File: src/rtl/obj_pkg.sv
// object engine types
// slot table, attribute layout, graphics ROM and pixel output
package obj_pkg;

    localparam int OBJ_SLOTS     = 16;
    localparam int OBJ_SIZE      = 16;
    localparam int WORDS_PER_ROW = 4;

    // rom address is {code, row, word}
    localparam int ROM_AW = 14;
    localparam int PIX_W  = 4;

    typedef logic [$clog2(OBJ_SLOTS)-1:0] obj_idx_t;

    // attribute word, msb first
    typedef struct packed {
        logic [7:0] x;
        logic [5:0] y;
        logic       enable;
        logic       reserved;
        // graphics number
        logic [7:0] code;
        logic [7:0] spare;
    } obj_attr_t;

    typedef struct packed {
        logic [ROM_AW-1:0] addr;
        logic              req;
    } rom_req_t;

    // four pixels, pixel 0 in bits 3:0
    typedef logic [15:0] rom_word_t;

    // colour 0 means transparent
    typedef logic [PIX_W-1:0] pix_t;

    typedef struct packed {
        logic       valid;
        logic [6:0] x;
        logic [4:0] y;
        pix_t       color;
    } pix_out_t;

    // wishbone classic, cpu side
    typedef struct packed {
        logic        cyc;
        logic        stb;
        logic        we;
        obj_idx_t    adr;
        logic [31:0] dat;
    } wb_req_t;

    typedef struct packed {
        logic        ack;
        logic [31:0] dat;
    } wb_rsp_t;

endpackage

File: src/rtl/video_pkg.sv
// screen geometry for the object engine
// one clock per horizontal step, no clock enables
package video_pkg;

    // horizontal: cycles per line and visible columns
    localparam int H_TOTAL  = 320;
    localparam int H_ACTIVE = 128;

    // vertical: lines per frame and visible lines
    localparam int V_TOTAL  = 36;
    localparam int V_ACTIVE = 32;

    // widths of the beam counters
    localparam int HCNT_W = 9;
    localparam int VCNT_W = 6;

    // beam position shared by every block
    typedef struct packed {
        logic [HCNT_W-1:0] hcount;
        logic [VCNT_W-1:0] vcount;
        logic              hblank;
        logic              vblank;
        // high for the single cycle where hcount is back at 0
        logic              line_start;
    } beam_pos_t;

endpackage
File: src/rtl/obj_engine_top.sv
`timescale 1ns/10ps

// scanline object engine
module obj_engine_top (
    input  logic                clk,
    input  logic                rst,
    input  obj_pkg::wb_req_t    wb_req,
    output obj_pkg::wb_rsp_t    wb_rsp,
    output obj_pkg::rom_req_t   rom_req,
    input  logic                rom_ok,
    input  obj_pkg::rom_word_t  rom_data,
    output obj_pkg::pix_out_t   pix_out
);

    video_pkg::beam_pos_t beam;
    obj_pkg::obj_idx_t    slot;
    obj_pkg::obj_attr_t   attr;
    logic                 attr_load;
    logic                 fetch_go;
    logic [1:0]           word_step;
    logic                 bank;
    logic                 obj_hit;
    logic                 fetch_done;
    logic                 wr_en;
    logic [7:0]           wr_x;
    obj_pkg::pix_t        wr_color;

    video_timing u_timing (
        .clk  (clk),
        .rst  (rst),
        .beam (beam)
    );

    obj_scan_ctrl u_scan (
        .clk        (clk),
        .rst        (rst),
        .beam       (beam),
        .obj_hit    (obj_hit),
        .fetch_done (fetch_done),
        .slot       (slot),
        .attr_load  (attr_load),
        .fetch_go   (fetch_go),
        .word_step  (word_step),
        .over       (),
        .bank       (bank)
    );

    obj_attr_ram u_attr (
        .clk    (clk),
        .rst    (rst),
        .wb_req (wb_req),
        .wb_rsp (wb_rsp),
        .slot   (slot),
        .attr   (attr)
    );

    obj_draw u_draw (
        .clk        (clk),
        .rst        (rst),
        .beam       (beam),
        .attr       (attr),
        .attr_load  (attr_load),
        .fetch_go   (fetch_go),
        .word_step  (word_step),
        .obj_hit    (obj_hit),
        .rom_req    (rom_req),
        .rom_ok     (rom_ok),
        .rom_data   (rom_data),
        .fetch_done (fetch_done),
        .wr_en      (wr_en),
        .wr_x       (wr_x),
        .wr_color   (wr_color)
    );

    obj_linebuf u_linebuf (
        .clk      (clk),
        .rst      (rst),
        .bank     (bank),
        .wr_en    (wr_en),
        .wr_x     (wr_x),
        .wr_color (wr_color),
        .beam     (beam),
        .pix_out  (pix_out)
    );

endmodule

File: src/rtl/obj_linebuf.sv
`timescale 1ns/10ps

// double line buffer
// bank "bank" takes draw writes, the other one is shown and cleared
module obj_linebuf (
    input  logic                  clk,
    input  logic                  rst,
    input  logic                  bank,
    input  logic                  wr_en,
    input  logic [7:0]            wr_x,
    input  obj_pkg::pix_t         wr_color,
    input  video_pkg::beam_pos_t  beam,
    output obj_pkg::pix_out_t     pix_out
);

    obj_pkg::pix_t buf_mem [2][video_pkg::H_ACTIVE];

    logic          rd_bank;
    logic          rd_en;
    logic [6:0]    rd_x;
    logic          wr_ok;
    logic          valid_q;
    logic [6:0]    x_q;
    logic [4:0]    y_q;
    obj_pkg::pix_t color_q;

    // bank flips at the end of the line_start cycle, column 0 still sees the old value
    assign rd_bank = beam.line_start ? bank : ~bank;
    // clear runs on every line so vblank leftovers never reach line 0
    assign rd_en   = !beam.hblank;
    assign rd_x    = beam.hcount[6:0];

    // first writer keeps the pixel, so the lower slot wins
    assign wr_ok = wr_en && !wr_x[7] && (buf_mem[bank][wr_x[6:0]] == '0);

    always_ff @(posedge clk) begin
        if (rst) begin
            for (int b = 0; b < 2; b++) begin
                for (int i = 0; i < video_pkg::H_ACTIVE; i++) begin
                    buf_mem[b][i] <= '0;
                end
            end
        end else begin
            if (wr_ok) begin
                buf_mem[bank][wr_x[6:0]] <= wr_color;
            end
            // read then clear in one go
            if (rd_en) begin
                buf_mem[rd_bank][rd_x] <= '0;
            end
        end
    end

    always_ff @(posedge clk) begin
        if (rst) begin
            valid_q <= 1'b0;
        end else begin
            valid_q <= rd_en && !beam.vblank;
        end
    end

    always_ff @(posedge clk) begin
        x_q     <= rd_x;
        y_q     <= beam.vcount[4:0];
        color_q <= buf_mem[rd_bank][rd_x];
    end

    assign pix_out = '{valid: valid_q, x: x_q, y: y_q, color: color_q};

endmodule

File: src/rtl/obj_draw.sv
`timescale 1ns/10ps

// object draw unit
// hit test for the next line, rom fetch, pixel writes into the line buffer
module obj_draw (
    input  logic                  clk,
    input  logic                  rst,
    input  video_pkg::beam_pos_t  beam,
    input  obj_pkg::obj_attr_t    attr,
    input  logic                  attr_load,
    input  logic                  fetch_go,
    input  logic [1:0]            word_step,
    output logic                  obj_hit,
    output obj_pkg::rom_req_t     rom_req,
    input  logic                  rom_ok,
    input  obj_pkg::rom_word_t    rom_data,
    output logic                  fetch_done,
    output logic                  wr_en,
    output logic [7:0]            wr_x,
    output obj_pkg::pix_t         wr_color
);

    obj_pkg::obj_attr_t attr_q;
    obj_pkg::rom_word_t shift_q;
    logic [5:0]                target_line;
    logic [5:0]                row_full;
    logic [3:0]                row_q;
    logic                      hit_q;
    logic                      pend;
    logic                      launch;
    logic                      req_q;
    logic [obj_pkg::ROM_AW-1:0] addr_q;
    logic                      done_q;
    logic [2:0]                shift_cnt;
    logic [8:0]                col_q;

    // scan during line v draws line v+1
    assign target_line = (beam.vcount == 6'(video_pkg::V_TOTAL - 1)) ? 6'd0
                                                                     : beam.vcount + 6'd1;
    // modulo 64 distance from the object top
    assign row_full = target_line - attr.y;

    always_ff @(posedge clk) begin
        if (rst) begin
            hit_q <= 1'b0;
        end else if (attr_load) begin
            hit_q <= attr.enable && (row_full < 6'(obj_pkg::OBJ_SIZE));
        end
    end

    always_ff @(posedge clk) begin
        if (attr_load) begin
            attr_q <= attr;
            row_q  <= row_full[3:0];
        end
    end

    // hold the request back until the shifter can take new data next cycle
    assign launch = !req_q && (pend || fetch_go) && (shift_cnt <= 3'd2);

    always_ff @(posedge clk) begin
        if (rst) begin
            req_q  <= 1'b0;
            pend   <= 1'b0;
            done_q <= 1'b0;
        end else begin
            done_q <= 1'b0;
            if (fetch_go) begin
                pend <= 1'b1;
            end
            if (req_q) begin
                // data taken now, req drops next cycle
                if (rom_ok) begin
                    req_q  <= 1'b0;
                    done_q <= 1'b1;
                end
            end else if (launch) begin
                req_q <= 1'b1;
                pend  <= 1'b0;
            end
        end
    end

    // address stays put while req is up
    always_ff @(posedge clk) begin
        if (launch) begin
            addr_q <= {attr_q.code, row_q, word_step};
        end
    end

    // pixel shifter, one pixel per cycle after rom_ok
    always_ff @(posedge clk) begin
        if (rst) begin
            shift_cnt <= '0;
        end else if (req_q && rom_ok) begin
            shift_cnt <= 3'd4;
        end else if (shift_cnt != '0) begin
            shift_cnt <= shift_cnt - 3'd1;
        end
    end

    always_ff @(posedge clk) begin
        if (req_q && rom_ok) begin
            shift_q <= rom_data;
            // 9 bits so x near 255 does not wrap onto the left edge
            col_q   <= {1'b0, attr_q.x} + {5'd0, word_step, 2'b00};
        end else if (shift_cnt != '0) begin
            shift_q <= shift_q >> obj_pkg::PIX_W;
            col_q   <= col_q + 9'd1;
        end
    end

    // transparent and off-screen pixels are skipped
    assign wr_en = (shift_cnt != '0) && (shift_q[3:0] != '0)
                   && (col_q < 9'(video_pkg::H_ACTIVE));
    assign wr_x     = col_q[7:0];
    assign wr_color = shift_q[3:0];

    assign obj_hit    = hit_q;
    assign fetch_done = done_q;
    assign rom_req    = '{addr: addr_q, req: req_q};

endmodule

File: src/rtl/obj_attr_ram.sv
`timescale 1ns/10ps

// object attribute table
// wishbone classic on the cpu side, registered read port for the scanner
module obj_attr_ram (
    input  logic                clk,
    input  logic                rst,
    input  obj_pkg::wb_req_t    wb_req,
    output obj_pkg::wb_rsp_t    wb_rsp,
    input  obj_pkg::obj_idx_t   slot,
    output obj_pkg::obj_attr_t  attr
);

    obj_pkg::obj_attr_t attr_mem [obj_pkg::OBJ_SLOTS];

    logic        ack_q;
    logic [31:0] rd_dat_q;
    logic        access;

    // new access only while ack is low, so each ack is one cycle
    assign access = wb_req.cyc && wb_req.stb && !ack_q;

    always_ff @(posedge clk) begin
        if (rst) begin
            ack_q <= 1'b0;
            // only the enables, the rest is don't care when disabled
            for (int i = 0; i < obj_pkg::OBJ_SLOTS; i++) begin
                attr_mem[i].enable <= 1'b0;
            end
        end else begin
            ack_q <= access;
            // write lands together with ack
            if (access && wb_req.we) begin
                attr_mem[wb_req.adr] <= obj_pkg::obj_attr_t'(wb_req.dat);
            end
        end
    end

    // read data lines up with ack
    always_ff @(posedge clk) begin
        if (access) begin
            rd_dat_q <= attr_mem[wb_req.adr];
        end
    end

    // scanner port, one cycle behind slot
    always_ff @(posedge clk) begin
        attr <= attr_mem[slot];
    end

    assign wb_rsp = '{ack: ack_q, dat: rd_dat_q};

endmodule

File: src/rtl/obj_scan_ctrl.sv
`timescale 1ns/10ps

// per line object scan sequencer
// walks all slots, fetches four rom words for every hit
module obj_scan_ctrl (
    input  logic                  clk,
    input  logic                  rst,
    input  video_pkg::beam_pos_t  beam,
    input  logic                  obj_hit,
    input  logic                  fetch_done,
    output obj_pkg::obj_idx_t     slot,
    output logic                  attr_load,
    output logic                  fetch_go,
    output logic [1:0]            word_step,
    output logic                  over,
    output logic                  bank
);

    typedef enum logic [2:0] {
        S_IDLE,
        S_WAIT,
        S_LOAD,
        S_HIT,
        S_GO,
        S_DONE,
        S_NEXT
    } state_t;

    state_t     state;
    logic       wait_cnt;
    logic [1:0] word;
    logic       last_slot;
    logic       last_word;

    assign last_slot = (slot == obj_pkg::obj_idx_t'(obj_pkg::OBJ_SLOTS - 1));
    assign last_word = (word == 2'(obj_pkg::WORDS_PER_ROW - 1));

    always_ff @(posedge clk) begin
        if (rst) begin
            state    <= S_IDLE;
            slot     <= '0;
            wait_cnt <= 1'b0;
            word     <= '0;
            over     <= 1'b0;
            bank     <= 1'b0;
        end else if (beam.line_start) begin
            // restart, even if the last scan ran long
            state    <= S_WAIT;
            slot     <= '0;
            wait_cnt <= 1'b0;
            word     <= '0;
            over     <= 1'b0;
            bank     <= ~bank;
        end else begin
            case (state)
                S_WAIT: begin
                    // two cycles for the registered attribute read
                    wait_cnt <= ~wait_cnt;
                    if (wait_cnt) begin
                        state <= S_LOAD;
                    end
                end
                S_LOAD: begin
                    state <= S_HIT;
                end
                S_HIT: begin
                    // obj_hit settles the cycle after attr_load
                    word <= '0;
                    if (obj_hit) begin
                        state <= S_GO;
                    end else begin
                        state <= S_NEXT;
                    end
                end
                S_GO: begin
                    state <= S_DONE;
                end
                S_DONE: begin
                    // stalls here while the rom holds off
                    if (fetch_done) begin
                        if (last_word) begin
                            state <= S_NEXT;
                        end else begin
                            word  <= word + 2'd1;
                            state <= S_GO;
                        end
                    end
                end
                S_NEXT: begin
                    if (last_slot) begin
                        over  <= 1'b1;
                        state <= S_IDLE;
                    end else begin
                        slot     <= slot + 1'b1;
                        wait_cnt <= 1'b0;
                        state    <= S_WAIT;
                    end
                end
                default: begin
                    state <= S_IDLE;
                end
            endcase
        end
    end

    // single cycle strobes from the state
    assign attr_load = (state == S_LOAD);
    assign fetch_go  = (state == S_GO);
    assign word_step = word;

endmodule

File: src/rtl/video_timing.sv
`timescale 1ns/10ps

// free running beam counters
module video_timing (
    input  logic                  clk,
    input  logic                  rst,
    output video_pkg::beam_pos_t  beam
);

    logic [video_pkg::HCNT_W-1:0] hcount;
    logic [video_pkg::VCNT_W-1:0] vcount;
    logic                         h_last;
    logic                         v_last;
    logic                         hblank;
    logic                         vblank;

    // last column and last line of the frame
    assign h_last = (hcount == video_pkg::HCNT_W'(video_pkg::H_TOTAL - 1));
    assign v_last = (vcount == video_pkg::VCNT_W'(video_pkg::V_TOTAL - 1));

    always_ff @(posedge clk) begin
        if (rst) begin
            hcount <= '0;
            vcount <= '0;
        end else begin
            if (h_last) begin
                hcount <= '0;
                // vertical step once per line
                if (v_last) begin
                    vcount <= '0;
                end else begin
                    vcount <= vcount + 1'b1;
                end
            end else begin
                hcount <= hcount + 1'b1;
            end
        end
    end

    // blanking straight from the counters
    assign hblank = (hcount >= video_pkg::HCNT_W'(video_pkg::H_ACTIVE));
    assign vblank = (vcount >= video_pkg::VCNT_W'(video_pkg::V_ACTIVE));

    // line_start marks column 0, vcount already holds the new line there
    assign beam = '{
        hcount:     hcount,
        vcount:     vcount,
        hblank:     hblank,
        vblank:     vblank,
        line_start: (hcount == '0)
    };

endmodule

File: config.mk
export PLATFORM = sky130hd
export DESIGN_NAME = obj_engine_top
export DESIGN_NICKNAME = d
export VERILOG_FILES = /design/src/rtl/obj_pkg.sv /design/src/rtl/video_pkg.sv /design/src/rtl/obj_engine_top.sv /design/src/rtl/obj_linebuf.sv /design/src/rtl/obj_draw.sv /design/src/rtl/obj_attr_ram.sv /design/src/rtl/obj_scan_ctrl.sv /design/src/rtl/video_timing.sv
export SDC_FILE = /design/constraint.sdc
export NUM_CORES = 2
export LEC_CHECK = 0
export ABC_AREA = 1
export BUFFER_PORTS_ARGS = -buffer_cell sky130_fd_sc_hd__buf_2
export CAP_MARGIN = 30
export CORE_MARGIN = 4
export CORE_UTILIZATION = 44
export DETAILED_ROUTE_END_ITERATION = 6
export MAX_ROUTING_LAYER = met4
export PLACE_DENSITY = 0.62
export SLEW_MARGIN = 25
export SYNTH_ARGS = -nofsm -noshare
export SYNTH_HDL_FRONTEND = slang
export SYNTH_SLANG_ARGS = --single-unit
File: constraint.sdc
create_clock -name clk -period 6.8 [get_ports clk]
set_input_delay 0.68 -clock clk [delete_from_list [all_inputs] [get_ports clk]]
set_output_delay 0.68 -clock clk [all_outputs]
set_load 0.02 [all_outputs]
==> impl_metrics.ini <==
[sta]
finClkSkew_ps = 70.6
setup_violations = 0
post-route-min-period_ps = 5790
fin_crit_sh = 0.852
slew_headroom = 0.146
hold_violations = 0
worst_slew_pin_slew_ps = 1280
rsz0062_at_grt = no
maxSlewViolCount = 0
fin_setup_tns_ps = 0
max_freq_ghz = 0.173

[synth]
yosysTopAreaCell = dfxtp_1
synth.area.top_cells = dfxtp_1 24%, edfxtp_1 20%, nand2_1 10%
synth.avg_cell_area_sq_um = 7.21
synth_edf_count = 603
synth_cells = 12600
synth-main-ff-cell = dfxtp_1
synthTopCellsByCount = 2414 x nand2_1, 1695 x nand3_1, 1381 x a21oi_1
synth_simple_gate_area_frac = 0.287
synthXorXnorAreaFrac = 0.000968
syn-num-nets = 12600
netlist_area_sq_mm = 0.0905
synth.distinct_cells = 52
async_flop_share = 0
synth_most_common_cell = nand2_1
yosysSeqAreaShare = 0.443
ys_warn_count = 0
synth_top_family_by_area = simple AND/OR/NAND/NOR gates
synth_fa_ha_area_frac = 0.00279
synth_top_area_frac = 0.243
synth_seq_cells = 1702
synth_mux_area_frac = 0.000111
synth_compound_area_frac = 0.194

[placed_design]
portBuffers = 122
globalplace.congestion = 1.02
hpwl_microns = 253000
placed_area_sq_mm = 0.0934

[global_route]
grt_pass1_vias = 89600
grt_first_pass_wirelength_microns = 603000
gr-total-overflow = 0
antenna_found_initial = 29
grt_max_degree = 176
grt.total_usage = 0.388

[floorplanning]
die_x_microns = 462
pin_count = 123
die_area_sq_mm = 0.213
die_h_microns = 462
row_count = 166
start_util = 0.442
design.core.area_sq_mm = 0.205

[cts]
tritoncts = yes
cts-hold-fix-buffers = 0
clk_pin_slew_worst_paths_ps = 60
clock_latency_ps = 900
cts_root_buf = clkbuf_16
clock_sinks = 1702
cts_made_buffers = 191
htree_num_levels = 4
ctsResizeCount = 0
post_cts_buffers = 0
clock_path_buffers = 3

[drt]
dr.pass1.iters = 7
vias = 97400
vias_per_cell = 6.48
drt-initial-drc-count = 15000
wl_per_cell_microns = 27.8
routed_wl_microns = 417000
ant_nets = 0
drc_errors = 8

[critical_path]
rr_startpoint = u_timing.hcount[0]
crit_buf_inv = 3
cp-end-kind = register
critical_path.max_stage_delay_ps = 720
cp-start-kind = register
crit_family = simple AND/OR/NAND/NOR gates
worstPathRequired_ps = 7560
crit_type = register to register
cp_slowest_cell = o21ai_0
crit_chain = inv_8 -> ha_1 -> nand4_1 -> nor2_1 -> nand2_1 -> nand2_4 -> inv_8 -> buf_12 -> o21ai_0 -> a21oi_1 -> nand3b_1 -> o21ai_0 -> nand4_1 -> a21oi_1 -> nand2_1
rr_endpoint = u_linebuf.color_q[2]
ff2ff_path_depth = 15
rrSetupSlack_ps = 1010
crit_arrival_ps = 6550
critPathMaxFanout = 72

[worst_hold_path]
whs_endpoint = u_attr.ack_q
hp-start = wb_req[38]
min_path_type = input pin to register
holdPathStages = 3

[cells_and_area]
syn2layout_area_growth_pct = 10.6
drive_gt1_frac = 0.0715
final_area_sq_mm = 0.100
fin_nets = 12200

[power_and_ir_drop]
powerDensity_mw_per_mm2 = 340
p_leak_nw = 35.8
vdd_drop_max_v = 0.000343

[status]
violations = DRC
outcome = complete, but fails checks

[flow_run]
cap_violations = 0
==> cells in the final DEF, fill, tap and decap left out, types with 6 or more instances in the layout <==
| cell | count |
|---|---|
| o21ai_1 | 22 |
| clkbuf_1 | 48 |
| o21a_1 | 6 |
| a22o_1 | 8 |
| o21ai_0 | 1223 |
| or4_1 | 32 |
| or2_2 | 21 |
| inv_1 | 575 |
| nor2_4 | 47 |
| xor2_1 | 9 |
| dfxtp_1 | 1093 |
| ha_1 | 17 |
| clkinv_1 | 11 |
| edfxtp_1 | 603 |
| o211ai_1 | 159 |
| buf_2 | 122 |
| diode_2 | 27 |
| inv_2 | 12 |
| a21oi_1 | 1381 |
| clkbuf_16 | 194 |
| clkinv_16 | 7 |
| nor2_2 | 47 |
| a22oi_1 | 261 |
| buf_12 | 52 |
| nor3_1 | 256 |
| bufinv_16 | 15 |
| o221ai_1 | 37 |
| nor2_1 | 1249 |
| nand2_1 | 2401 |
| clkinv_2 | 36 |
| nand4_1 | 198 |
| buf_4 | 222 |
| nand3_1 | 1694 |
| o22ai_1 | 115 |
| clkbuf_8 | 37 |
| nand2_2 | 14 |
==> layout make-up <==
| type | instances | area [sq um] |
|---|---|---|
| fillers | 20000 | 105000 |
| inverters | 609 | 2340 |
| multi-input cells | 9252 | 44300 |
| diodes | 27 | 67.6 |
| clock buffers | 279 | 5540 |
| flip-flops and latches | 1702 | 40100 |
| well taps | 2688 | 3360 |
| repair buffers | 398 | 3340 |
| clock inverters | 75 | 1020 |
==> power by group <==
group          total (W)  internal [W]  switching [W]
Clock             0.0109       0.00626        0.00466
Sequential        0.0114        0.0111       0.000322
Combinational     0.0117       0.00233        0.00933
Total             0.0340        0.0197         0.0143
==> sequential cells by signal, summed over array words and instances, names as in the netlist, 2 cells and up, named ones only <==
name	cells
u_draw.col_q	9
u_linebuf.color_q	4
u_attr.rd_dat_q	32
u_draw.addr_q	14
u_timing.hcount	9
u_attr.attr_mem	512
u_draw.attr_q	16
u_draw.row_q	4
u_draw.shift_q	16
u_timing.vcount	6
u_linebuf.x_q	7
u_linebuf.y_q	5
u_scan.word_step	2
u_scan.slot	4
u_scan.state	3
u_draw.shift_cnt	3
u_linebuf.buf_mem	1024
u_attr.attr	23
==> worst reg2reg max path, delay by kind of cell (launching register included) <==
kind	cells	cell delay (ps)
AO/OA/AOI/OAI	4	1260
adder cells (fa/ha/maj)	1	260
buffers and inverters	3	1420
flip-flops	1	550
AND/OR/NAND/NOR	7	2170
==> per-layer routing <==
metal | vias up | share of wire | routed length, microns | GRT usage
met1 | 46100 | 0.37 | 155000 | 0.480
li1 | 42700 | - | - | -
met3 | 1606 | 0.13 | 52300 | 0.0939
met2 | 6966 | 0.43 | 178000 | 0.567
met4 | 0 | 0.075 | 31300 | 0.245
met5 | - | 0 | 0 | -
==> how the worst max path moves through the flow <==
stage	start	end	slack, ps	cells after the start
global placement	u_timing.hcount[0]	u_linebuf.color_q[0]	1180	17
floorplan	wb_req[37]	u_attr.attr_mem[13][0]	1400	7
detailed placement	u_timing.hcount[0]	u_linebuf.color_q[0]	1360	17
CTS	u_timing.hcount[0]	u_linebuf.color_q[0]	1300	17
finish	u_timing.hcount[0]	u_linebuf.color_q[2]	1010	15
global route	register	u_linebuf.buf_mem[0][243]	950	19
==> cells by family after synthesis <==
family                   count (synthesis)
adder cells (fa/ha/maj)                 19
buffers and inverters                 1605
multiplexers                             1
AND/OR/NAND/NOR                       5992
XOR/XNOR                                10
flip-flops                            1702
AO/OA/AOI/OAI                         3230
==> stage by stage <==
step	power, W	instances	worst slack, ps	hold slack [ps]	utilization
after floorplan	0.0177	12600	1400	329	-
after global placement	0.0226	14600	1180	372	0.456
after detailed placement	0.0227	14600	1360	367	0.457
after CTS	0.0335	15000	1300	19.3	0.489
after global routing	0.0348	15000	946	43.9	0.489
final	0.0340	15000	1010	60.5	0.489
Note: power is estimated with default switching activity, not from simulation.
